$ cat config.mk
export PLATFORM = sky130hd
export DESIGN_NAME = spi_register_bridge
export DESIGN_NICKNAME = d
export VERILOG_FILES = /design/src/logic/spi_pkg.sv /design/src/logic/spi_byte_engine.sv /design/src/logic/spi_register_sequencer.sv /design/src/logic/spi_register_bridge.sv
export SDC_FILE = /design/constraint.sdc
export NUM_CORES = 1
export LEC_CHECK = 0
export BUFFER_PORTS_ARGS = -buffer_cell sky130_fd_sc_hd__buf_2
export CAP_MARGIN = 20
export CORE_ASPECT_RATIO = 1.5
export CORE_MARGIN = 4
export CORE_UTILIZATION = 41
export CTS_CLUSTER_SIZE = 24
export DETAILED_ROUTE_END_ITERATION = 8
export HOLD_SLACK_MARGIN = 0.02
export PLACE_DENSITY_LB_ADDON = 0.15
export SKIP_LAST_GASP = 1
export SYNTH_ARGS = -nofsm -noshare
export SYNTH_HDL_FRONTEND = slang
export SYNTH_HIERARCHICAL = 1
export SYNTH_SLANG_ARGS = --single-unit
$ cat constraint.sdc
create_clock -name clock -period 2.35 [get_ports clock]
set_input_delay 0.5875 -clock clock [delete_from_list [all_inputs] [get_ports clock]]
set_output_delay 0.5875 -clock clock [all_outputs]
set_load 0.05 [all_outputs]
$ cat src/logic/spi_pkg.sv
// Shared request, response and byte types plus FSM state enums for the SPI bridge

package spi_pkg;

    // ==============================
    // Host side types
    // ==============================

    // Register operation
    typedef enum logic {
        op_read  = 1'b0,
        op_write = 1'b1
    } spi_op_e;

    // Register access request from the host
    typedef struct packed {
        spi_op_e    op;
        logic [6:0] addr;
        logic [7:0] wdata;
    } reg_request_t;

    // Response back to the host, rdata is the value before the access
    typedef struct packed {
        spi_op_e    op;
        logic [6:0] addr;
        logic [7:0] rdata;
    } reg_response_t;

    // ==============================
    // Byte engine types
    // ==============================

    // One byte to shift, last releases select afterwards
    typedef struct packed {
        logic [7:0] data;
        logic       last;
    } byte_request_t;

    typedef enum logic [1:0] {
        engine_idle   = 2'd0,
        engine_shift  = 2'd1,
        engine_finish = 2'd2
    } engine_state_e;

    typedef enum logic [1:0] {
        seq_idle    = 2'd0,
        seq_command = 2'd1,
        seq_data    = 2'd2,
        seq_respond = 2'd3
    } sequencer_state_e;

endpackage

$ cat src/logic/spi_byte_engine.sv
// SPI mode 0 byte engine: shifts one byte each way and drives select, clock and data out
`timescale 1ns/10ps

module spi_byte_engine #(
    parameter int sck_half_period = 1
) (
    input  logic                   clock,
    input  logic                   reset,
    input  logic                   byte_start,
    input  spi_pkg::byte_request_t byte_out,
    input  logic                   miso,
    output logic                   byte_done,
    output logic [7:0]             byte_in,
    output logic                   sck,
    output logic                   mosi,
    output logic                   ss
);

    import spi_pkg::*;

    // Counter wide enough for one SPI half-period
    localparam int count_width = (sck_half_period > 1) ? $clog2(sck_half_period) : 1;
    localparam logic [count_width-1:0] half_last = count_width'(sck_half_period - 1);

    engine_state_e          state;
    engine_state_e          state_next;
    logic [count_width-1:0] half_count;
    logic [count_width-1:0] half_count_next;
    logic [2:0]             bit_count;
    logic [2:0]             bit_count_next;
    logic [7:0]             shift_reg;
    logic [7:0]             shift_reg_next;
    logic [7:0]             byte_in_next;
    logic                   last_byte;
    logic                   last_byte_next;
    logic                   byte_done_next;
    logic                   sck_next;
    logic                   mosi_next;
    logic                   ss_next;
    logic                   half_end;

    // End of the current SPI half-period
    assign half_end = (half_count == half_last);

    // ==============================
    // Next state and outputs
    // ==============================
    always_comb begin
        state_next      = state;
        half_count_next = half_count;
        bit_count_next  = bit_count;
        shift_reg_next  = shift_reg;
        byte_in_next    = byte_in;
        last_byte_next  = last_byte;
        byte_done_next  = 1'b0;
        sck_next        = sck;
        mosi_next       = mosi;
        ss_next         = ss;

        case (state)
            engine_idle: begin
                sck_next = 1'b0;
                // Select is left as is so it can span two bytes
                if (byte_start) begin
                    state_next      = engine_shift;
                    half_count_next = '0;
                    bit_count_next  = 3'd0;
                    shift_reg_next  = byte_out.data;
                    last_byte_next  = byte_out.last;
                    mosi_next       = byte_out.data[7];
                    ss_next         = 1'b0;
                end
            end

            engine_shift: begin
                if (half_end) begin
                    half_count_next = '0;
                    sck_next        = ~sck;
                    if (!sck) begin
                        // Rising edge, take in the peripheral bit
                        shift_reg_next = {shift_reg[6:0], miso};
                    end else begin
                        // Falling edge, next bit out
                        bit_count_next = bit_count + 3'd1;
                        if (bit_count == 3'd7) begin
                            mosi_next  = 1'b0;
                            state_next = engine_finish;
                        end else begin
                            mosi_next = shift_reg[7];
                        end
                    end
                end else begin
                    half_count_next = half_count + count_width'(1);
                end
            end

            engine_finish: begin
                byte_in_next   = shift_reg;
                byte_done_next = 1'b1;
                if (last_byte) begin
                    ss_next = 1'b1;
                end
                state_next = engine_idle;
            end

            default: begin
                state_next = engine_idle;
                sck_next   = 1'b0;
                mosi_next  = 1'b0;
                ss_next    = 1'b1;
            end
        endcase
    end

    // ==============================
    // Registers
    // ==============================
    always_ff @(posedge clock or posedge reset) begin
        if (reset) begin
            state      <= engine_idle;
            half_count <= '0;
            bit_count  <= 3'd0;
            byte_done  <= 1'b0;
            sck        <= 1'b0;
            mosi       <= 1'b0;
            ss         <= 1'b1;
        end else begin
            state      <= state_next;
            half_count <= half_count_next;
            bit_count  <= bit_count_next;
            byte_done  <= byte_done_next;
            sck        <= sck_next;
            mosi       <= mosi_next;
            ss         <= ss_next;
        end
    end

    // Data path
    always_ff @(posedge clock) begin
        shift_reg <= shift_reg_next;
        byte_in   <= byte_in_next;
        last_byte <= last_byte_next;
    end

endmodule

$ cat src/logic/spi_register_sequencer.sv
// Register request sequencer: builds the two-byte SPI frame and the host response
`timescale 1ns/10ps

module spi_register_sequencer (
    input  logic                   clock,
    input  logic                   reset,
    input  logic                   request_valid,
    input  spi_pkg::reg_request_t  request,
    input  logic                   byte_done,
    input  logic [7:0]             byte_in,
    output logic                   busy,
    output logic                   byte_start,
    output spi_pkg::byte_request_t byte_out,
    output logic                   response_valid,
    output spi_pkg::reg_response_t response
);

    import spi_pkg::*;

    sequencer_state_e state;
    sequencer_state_e state_next;
    reg_request_t     held_request;
    reg_request_t     held_request_next;
    reg_response_t    response_next;
    byte_request_t    byte_out_next;
    logic             busy_next;
    logic             byte_start_next;
    logic             response_valid_next;

    // ==============================
    // Frame sequencing
    // ==============================
    always_comb begin
        state_next          = state;
        held_request_next   = held_request;
        response_next       = response;
        byte_out_next       = byte_out;
        busy_next           = busy;
        byte_start_next     = 1'b0;
        response_valid_next = 1'b0;

        case (state)
            seq_idle: begin
                // Strobes while busy never reach here
                if (request_valid) begin
                    held_request_next = request;
                    // Command byte is the read flag then the address
                    byte_out_next     = '{data: {request.op == op_read, request.addr},
                                          last: 1'b0};
                    byte_start_next   = 1'b1;
                    busy_next         = 1'b1;
                    state_next        = seq_command;
                end
            end

            seq_command: begin
                if (byte_done) begin
                    // Data byte closes the frame
                    if (held_request.op == op_write) begin
                        byte_out_next = '{data: held_request.wdata, last: 1'b1};
                    end else begin
                        byte_out_next = '{data: 8'h00, last: 1'b1};
                    end
                    byte_start_next = 1'b1;
                    state_next      = seq_data;
                end
            end

            seq_data: begin
                if (byte_done) begin
                    // Peripheral returned the old register value
                    response_next = '{op:    held_request.op,
                                      addr:  held_request.addr,
                                      rdata: byte_in};
                    state_next    = seq_respond;
                end
            end

            seq_respond: begin
                response_valid_next = 1'b1;
                busy_next           = 1'b0;
                state_next          = seq_idle;
            end

            default: begin
                busy_next  = 1'b0;
                state_next = seq_idle;
            end
        endcase
    end

    // ==============================
    // Registers
    // ==============================
    always_ff @(posedge clock or posedge reset) begin
        if (reset) begin
            state          <= seq_idle;
            busy           <= 1'b0;
            byte_start     <= 1'b0;
            response_valid <= 1'b0;
        end else begin
            state          <= state_next;
            busy           <= busy_next;
            byte_start     <= byte_start_next;
            response_valid <= response_valid_next;
        end
    end

    // Captured request and outgoing payloads
    always_ff @(posedge clock) begin
        held_request <= held_request_next;
        byte_out     <= byte_out_next;
        response     <= response_next;
    end

endmodule

$ cat src/logic/spi_register_bridge.sv
// Top level of the SPI register bridge: sequencer plus byte engine
`timescale 1ns/10ps

module spi_register_bridge #(
    parameter int sck_half_period = 1
) (
    input  logic                   clock,
    input  logic                   reset,
    input  logic                   request_valid,
    input  spi_pkg::reg_request_t  request,
    input  logic                   miso,
    output logic                   busy,
    output logic                   response_valid,
    output spi_pkg::reg_response_t response,
    output logic                   sck,
    output logic                   mosi,
    output logic                   ss
);

    import spi_pkg::*;

    // Sequencer to engine byte handshake
    logic          byte_start;
    byte_request_t byte_out;
    logic          byte_done;
    logic [7:0]    byte_in;

    spi_register_sequencer i_sequencer (
        .clock          (clock),
        .reset          (reset),
        .request_valid  (request_valid),
        .request        (request),
        .byte_done      (byte_done),
        .byte_in        (byte_in),
        .busy           (busy),
        .byte_start     (byte_start),
        .byte_out       (byte_out),
        .response_valid (response_valid),
        .response       (response)
    );

    // SPI clock rate is set here
    spi_byte_engine #(
        .sck_half_period (sck_half_period)
    ) i_engine (
        .clock      (clock),
        .reset      (reset),
        .byte_start (byte_start),
        .byte_out   (byte_out),
        .miso       (miso),
        .byte_done  (byte_done),
        .byte_in    (byte_in),
        .sck        (sck),
        .mosi       (mosi),
        .ss         (ss)
    );

endmodule

==> results of run 1 <==
metrics by stage:
step / total power [mW] / cell area [µm²] / util [%] / cells / setup WS (ps)
6_report: 2.300 / 3196 / 49.27 / 308 / 524.6
5_1_grt: 2.405 / 3196 / 49.27 / 308 / 440.6
4_1_cts: 2.337 / 3196 / 49.27 / 308 / 495.6
3_5_place_dp: 1.419 / 3008 / 46.37 / 292 / 630.4
3_3_place_gp: 1.419 / 3008 / 46.37 / 292 / 679.1
2_1_floorplan: 1.399 / 2718 / - / 177 / 453.4
power breakdown:
group	internal (mW)	total, mW	switching (mW)
sequential	1.37	1.37	0
clock	0.484	0.910	0.425
combinational	0.0124	0.0253	0.0129
total	1.86	2.30	0.438
per-layer routing:
| metal | wire (µm) | vias to the layer above | part of all wire [%] | GRT usage, % |
|---|---|---|---|---|
| met5 | 0 | - | 0 | 0 |
| met4 | 114 | 0 | 2.9 | 7.252 |
| met3 | 222 | 9 | 5.6 | 3.458 |
| met2 | 2095 | 34 | 53 | 17.92 |
| met1 | 1546 | 658 | 39 | 12.86 |
| li1 | - | 728 | - | - |
cell type report:
cell class / count / share of cell area, %
multi-input combinational: 87 / 16.80
clock buffer: 10 / 3.994
inverter: 12 / 1.410
clock inverter: 6 / 1.879
timing repair buffer: 45 / 7.439
tap: 76 / 2.976
sequential: 72 / 65.51
cell usage in the layout, fill, tap and decap left out, types with 2 or more instances in the layout:
cell type,n
edfxtp_1,58
buf_2,40
nand2_1,32
dfrtp_1,13
inv_1,12
clkbuf_8,9
o21ai_0,8
nor2_1,7
ha_1,7
nor2b_1,5
buf_4,5
mux2i_1,3
and2_1,3
clkinv_2,2
o22ai_1,2
a32o_1,2
nor3_1,2
a21oi_1,2
cell families after synthesis:
logic type	count (synthesis)	share of synthesized area, %
buffers and inverters	18	3.223
DFF	72	77.03
muxes	4	1.657
AOI/OAI and AO/OA	21	5.571
and+or+nand+nor	55	9.301
adders and majority gates	7	3.223
worst paths after layout:
| path | startpoint | to | slack (ps) | cells after the start |
|---|---|---|---|---|
| setup / recovery | i_engine/sck$_DFFE_PP0P_ | sck | 520 | 1 |
| hold / removal | reset | i_sequencer/response_valid$_DFF_PP0_ | 150 | 2 |
| setup reg to reg | i_sequencer/state[1]$_DFFE_PP0P_ | i_sequencer/byte_out[3]$_DFFE_PP_ | 640 | 5 |
| hold reg to reg | i_sequencer/held_request[12]$_DFFE_PP_ | i_sequencer/response[12]$_DFFE_PP_ | 420 | 0 |
| max in group asynchronous | reset | i_engine/ss$_DFFE_PP1P_ | 1850 | 2 |
| min in group clock | i_sequencer/held_request[12]$_DFFE_PP_ | i_sequencer/response[12]$_DFFE_PP_ | 420 | 0 |
==> impl_metrics.env, run 1 <==
export IMPL_status="finished clean"
export IMPL_netlist_top_cells_area="edfxtp_1, dfrtp_1, nand2_1"
export IMPL_cp_max_fo=11
export IMPL_fp_row_count=36
export IMPL_rsz0062_at_grt="false"
export IMPL_worst_pin_slew_ps=499.1
export IMPL_die_h_um=107.7
export IMPL_yosysSeqAreaShare_pct=77.03
export IMPL_post_synth_top_area_cell="edfxtp_1"
export IMPL_crit_chain="buf_2"
export IMPL_fin_crit_sh_pct=77.68
export IMPL_synth_seq_cells=72
export IMPL_avgSynthCellArea_um2=15.35
export IMPL_ir_worst_vdd_mv=0.3329
export IMPL_grt_pass1_vias=1432
export IMPL_ant_nets=0
export IMPL_die_x_um=74.48
export IMPL_antenna_found_initial=0
export IMPL_fin_worst_hold_slack_ps=152.4
export IMPL_dp_hpwl_um=2789
export IMPL_yosysMostFrequentCell="edfxtp_1"
export IMPL_setup_violations=0
export IMPL_clkTransAtPathRegs_ps=70
export IMPL_place_gp_congestion=0.7114
export IMPL_drt_iter0_drc=117
export IMPL_post_drt_via_cell_ratio=4.640
export IMPL_syn_inst=177
export IMPL_max_cap_violations=0
export IMPL_synth_cell_types=33
export IMPL_worst_path_buf_inv=1
export IMPL_cp_data_arrival_time_ps=1240
export IMPL_synth_commonest_cells="edfxtp_1, nand2_1, dfrtp_1"
export IMPL_post_cts_resized=0
export IMPL_synth_fp_nets=204
export IMPL_hold_viol=0
export IMPL_p_leak_nw=1.317
export IMPL_setup_tns_ps=0
export IMPL_vias=1429
export IMPL_clock_latency_ps=340
export IMPL_area_delta_synth_final_pct=17.59
export IMPL_post_cts_buffers=0
export IMPL_clock_sink_count=72
export IMPL_finClkSkew_ps=7.786
export IMPL_critical_path_top_delay_family="flip-flops"
export IMPL_ios=41
export IMPL_multiInputGateArea_um2=536.8
export IMPL_grt_max_degree=19
export IMPL_final_nets=254
export IMPL_reg_top3="i_sequencer/held_request: 16 flops, i_sequencer/response: 16 flops, i_sequencer/byte_out: 9 flops"
export IMPL_cts_max_level=3
export IMPL_numCtsBuffers=9
export IMPL_crit_path_start_kind="flop"
export IMPL_design_die_area_um2=8022
export IMPL_synth_top_area_share_pct=64.09
export IMPL_grt_pass1_wl_um=6596
export IMPL_fp_coreArea_um2=6486
export IMPL_drc=0
export IMPL_track_usage_pct=11.29
export IMPL_nFillCells=599
export IMPL_yosysWarnings=6
export IMPL_slew_headroom_pct=66.57
export IMPL_portBuffers=40
export IMPL_crit_type="reg2out"
export IMPL_cts_tree="done"
export IMPL_critPathRequiredTime_ps=1760
export IMPL_syn_area_um2=2718
export IMPL_antenna_cells=0
export IMPL_max_stage_delay_ps=560
export IMPL_finalCriticalPeriod_ps=1825
export IMPL_grt_overflow_total=0
export IMPL_drv_slew=0
export IMPL_ff_latch_area_um2=2093
export IMPL_slowest_stage="dfrtp_1"
export IMPL_postCtsHoldBufs=0
export IMPL_hold_path_class="in2async"
export IMPL_root_buffer="clkbuf_8"
export IMPL_totalWireLength_um=3978
export IMPL_clock_path_buffers=2
export IMPL_first_pass_iters=4
export IMPL_wl_per_cell_um=12.92
export IMPL_synth_edf_count=58
export IMPL_ys_flop_type="edfxtp_1"
export IMPL_initial_core_util_pct=41.90
export IMPL_worst_setup_path_end_kind="output port"
export IMPL_async_flop_share_pct=19.44
export IMPL_drive_above_1_share_pct=28.02
export IMPL_p_per_area_nw_per_um2=719.8
export IMPL_fmax_ghz=0.5478
Power figures use the tool's default switching activity.
==> inputs of run 2 (changes only) <==
--- a/config.mk
+++ b/config.mk
@@ -5,6 +5,7 @@
 export SDC_FILE = /design/constraint.sdc
 export NUM_CORES = 1
 export LEC_CHECK = 0
+export ABC_AREA = 1
 export BUFFER_PORTS_ARGS = -buffer_cell sky130_fd_sc_hd__buf_2
 export CAP_MARGIN = 20
 export CORE_ASPECT_RATIO = 1.5
==> constraint.sdc (replaced) <==
create_clock -name clock -period 1.5 [get_ports clock]
set_input_delay 0.375 -clock clock [delete_from_list [all_inputs] [get_ports clock]]
set_output_delay 0.375 -clock clock [all_outputs]
set_load 0.05 [all_outputs]
==> impl_metrics.env, run 2 <==
export IMPL_antenna_found_initial=0
export IMPL_grt_max_degree=18
export IMPL_clkTransAtPathRegs_ps=70
export IMPL_drv_slew=0
export IMPL_multiInputGateArea_um2=621.8
export IMPL_synth_seq_cells=72
export IMPL_final_cell_mix="nand2_1, edfxtp_1, buf_2, inv_1, dfrtp_1"
export IMPL_status="finished clean"
export IMPL_synth_cell_types=26
export IMPL_setup_tns_ps=0
export IMPL_cts_max_level=3
export IMPL_worst_pin_slew_ps=353.5
export IMPL_ys_flop_type="edfxtp_1"
export IMPL_first_pass_iters=4
export IMPL_wl_per_cell_um=12.66
export IMPL_die_h_um=109.7
export IMPL_post_drt_via_cell_ratio=4.584
export IMPL_clock_path_buffers=2
export IMPL_synth_fp_nets=232
export IMPL_hold_depth=1
export IMPL_cp_max_fo=9
export IMPL_design_die_area_um2=8310
export IMPL_max_stage_delay_ps=420
export IMPL_clock_sink_count=72
export IMPL_drt_iter0_drc=107
export IMPL_fmax_ghz=0.6890
export IMPL_drc=0
export IMPL_reg2reg_from="i_sequencer/state[0]$_DFFE_PP0P_"
export IMPL_crit_type="reg2reg"
export IMPL_cp_data_arrival_time_ps=1510
export IMPL_grt_pass1_vias=1620
export IMPL_rrSetupSlack_ps=50
export IMPL_area_delta_synth_final_pct=20.59
export IMPL_synth_commonest_cells="nand2_1, edfxtp_1, inv_1"
export IMPL_dp_hpwl_um=3244
export IMPL_nFillCells=591
export IMPL_fp_coreArea_um2=6621
export IMPL_track_usage_pct=12.17
export IMPL_grt_overflow_total=0
export IMPL_post_synth_top_area_cell="edfxtp_1"
export IMPL_p_leak_nw=1.442
export IMPL_finalPower_mw=6.665
export IMPL_max_cap_violations=0
export IMPL_hold_path_class="in2reg"
export IMPL_async_flop_share_pct=19.44
export IMPL_yosysSeqAreaShare_pct=74.09
export IMPL_clock_latency_ps=340
export IMPL_fin_crit_sh_pct=96.75
export IMPL_ant_nets=0
export IMPL_root_buffer="clkbuf_8"
export IMPL_crit_chain="inv_1, ha_1, o21ai_1, a21oi_4, buf_12"
export IMPL_r2r_end="i_sequencer/byte_out[6]$_DFFE_PP_"
export IMPL_rsz0062_at_grt="true"
export IMPL_layout_commonest_cell="nand2_1"
export IMPL_initial_core_util_pct=42.67
export IMPL_grt_pass1_wl_um=7272
export IMPL_place_gp_congestion=0.7701
export IMPL_fp_row_count=36
export IMPL_synth_edf_count=58
export IMPL_cts_tree="done"
export IMPL_synth_top_area_share_pct=61.65
export IMPL_worst_hold_startpoint="request[2]"
export IMPL_ir_worst_vdd_mv=0.8744
export IMPL_finClkSkew_ps=6.650
export IMPL_finalCriticalPeriod_ps=1451
export IMPL_hold_end="i_sequencer/held_request[2]$_DFFE_PP_"
export IMPL_reg_top3="i_sequencer/held_request: 16 flops, i_sequencer/response: 16 flops, i_sequencer/byte_out: 9 flops"
export IMPL_crit_path_start_kind="flop"
export IMPL_slew_headroom_pct=76.41
export IMPL_vias=1586
export IMPL_drive_above_1_share_pct=35.19
export IMPL_ff_latch_area_um2=2095
export IMPL_rr_worst_depth=5
export IMPL_utilization_pct=51.46
export IMPL_yosysWarnings=6
export IMPL_numCtsBuffers=9
export IMPL_slowest_stage="dfrtp_1"
export IMPL_syn_area_um2=2825
export IMPL_antenna_cells=0
export IMPL_totalWireLength_um=4381
export IMPL_die_x_um=75.78
export IMPL_p_per_area_nw_per_um2=1956
export IMPL_ios=41
export IMPL_critPathRequiredTime_ps=1560
export IMPL_setup_violations=0
export IMPL_avgSynthCellArea_um2=13.78
export IMPL_portBuffers=40
export IMPL_final_nets=292
export IMPL_netlist_top_cells_area="edfxtp_1, dfrtp_1, nand2_1"
export IMPL_syn_inst=205
export IMPL_worst_setup_path_end_kind="flop"
export IMPL_hold_viol=0
export IMPL_yosysMostFrequentCell="nand2_1"
## run 2: critical path: cells and delay by family (launching register included)
kind | cells | cell delay (ps)
AOI/OAI and AO/OA | 2 | 270
adders and majority gates | 1 | 250
buffers and inverters | 2 | 240
DFF | 1 | 420
## run 2: routing by layer
layer / part of all wire (%) / track usage, % / vias up / wire length [µm]
met5: 0 / 0 / - / 0
li1: - / - / 812 / -
met1: 38 / 12.26 / 732 / 1667
met2: 55 / 21.32 / 33 / 2421
met4: 2.1 / 6.125 / 0 / 93
met3: 4.5 / 4.392 / 9 / 199
## run 2: cells by family after synthesis
| logic type | count (synthesis) | share of synthesized area, % |
|---|---|---|
| AND/OR/NAND/NOR | 85 | 14.48 |
| flip-flops | 72 | 74.09 |
| buffers and inverters | 26 | 4.384 |
| AO/OA/AOI/OAI | 15 | 3.941 |
| adder cells (fa/ha/maj) | 7 | 3.100 |
## run 2: repair_timing
item / 4_1_cts / 5_1_grt
setup endpoints to repair: 10 / 28
buffers inserted: 1 / 0
gates resized for setup: 1 / 2
hold buffers: 1 / 0
pin swaps: 1 / 0
hold endpoints to repair: 13 / 0
## run 2: per-stage QoR
stage,instance area [µm²],std cells,setup WS (ps),hold WS (ps)
after floorplan,2841,205,59.85,153.5
after global placement,3203,328,30.20,304.1
after detailed placement,3203,328,-17.27,306.1
after CTS,3401,346,28.60,187.7
after global routing,3407,346,-6.146,180.0
final,3407,346,48.71,208.4
## run 2: cell type report
cell class,count,area share (%)
inverters,22,2.534
clock buffers,11,3.856
clock inverters,5,0.9916
flip-flops and latches,72,61.48
repair buffers,53,10.10
well taps,76,2.791
multi-input cells,107,18.25
## run 2: worst max path at each step
stage                                           startpoint                                     to  slack, ps  cells past startpoint
after floorplan           i_sequencer/state[1]$_DFFE_PP0P_  i_sequencer/byte_out[0]$_SDFFCE_PP0P_         60                      5
after global placement    i_sequencer/state[0]$_DFFE_PP0P_      i_sequencer/byte_out[2]$_DFFE_PP_         30                      4
after detailed placement  i_sequencer/state[0]$_DFFE_PP0P_      i_sequencer/byte_out[2]$_DFFE_PP_        -20                      4
after CTS                 i_sequencer/state[0]$_DFFE_PP0P_      i_sequencer/response[4]$_DFFE_PP_         30                      6
after global routing      i_sequencer/state[0]$_DFFE_PP0P_      i_sequencer/byte_out[7]$_DFFE_PP_         -6                      5
final                     i_sequencer/state[0]$_DFFE_PP0P_      i_sequencer/byte_out[6]$_DFFE_PP_         50                      5
## run 2: report_power, final
group | switching (mW) | internal [mW]
clock network | 0.683 | 0.597
registers | 0.235 | 2.91
logic | 1.39 | 0.852
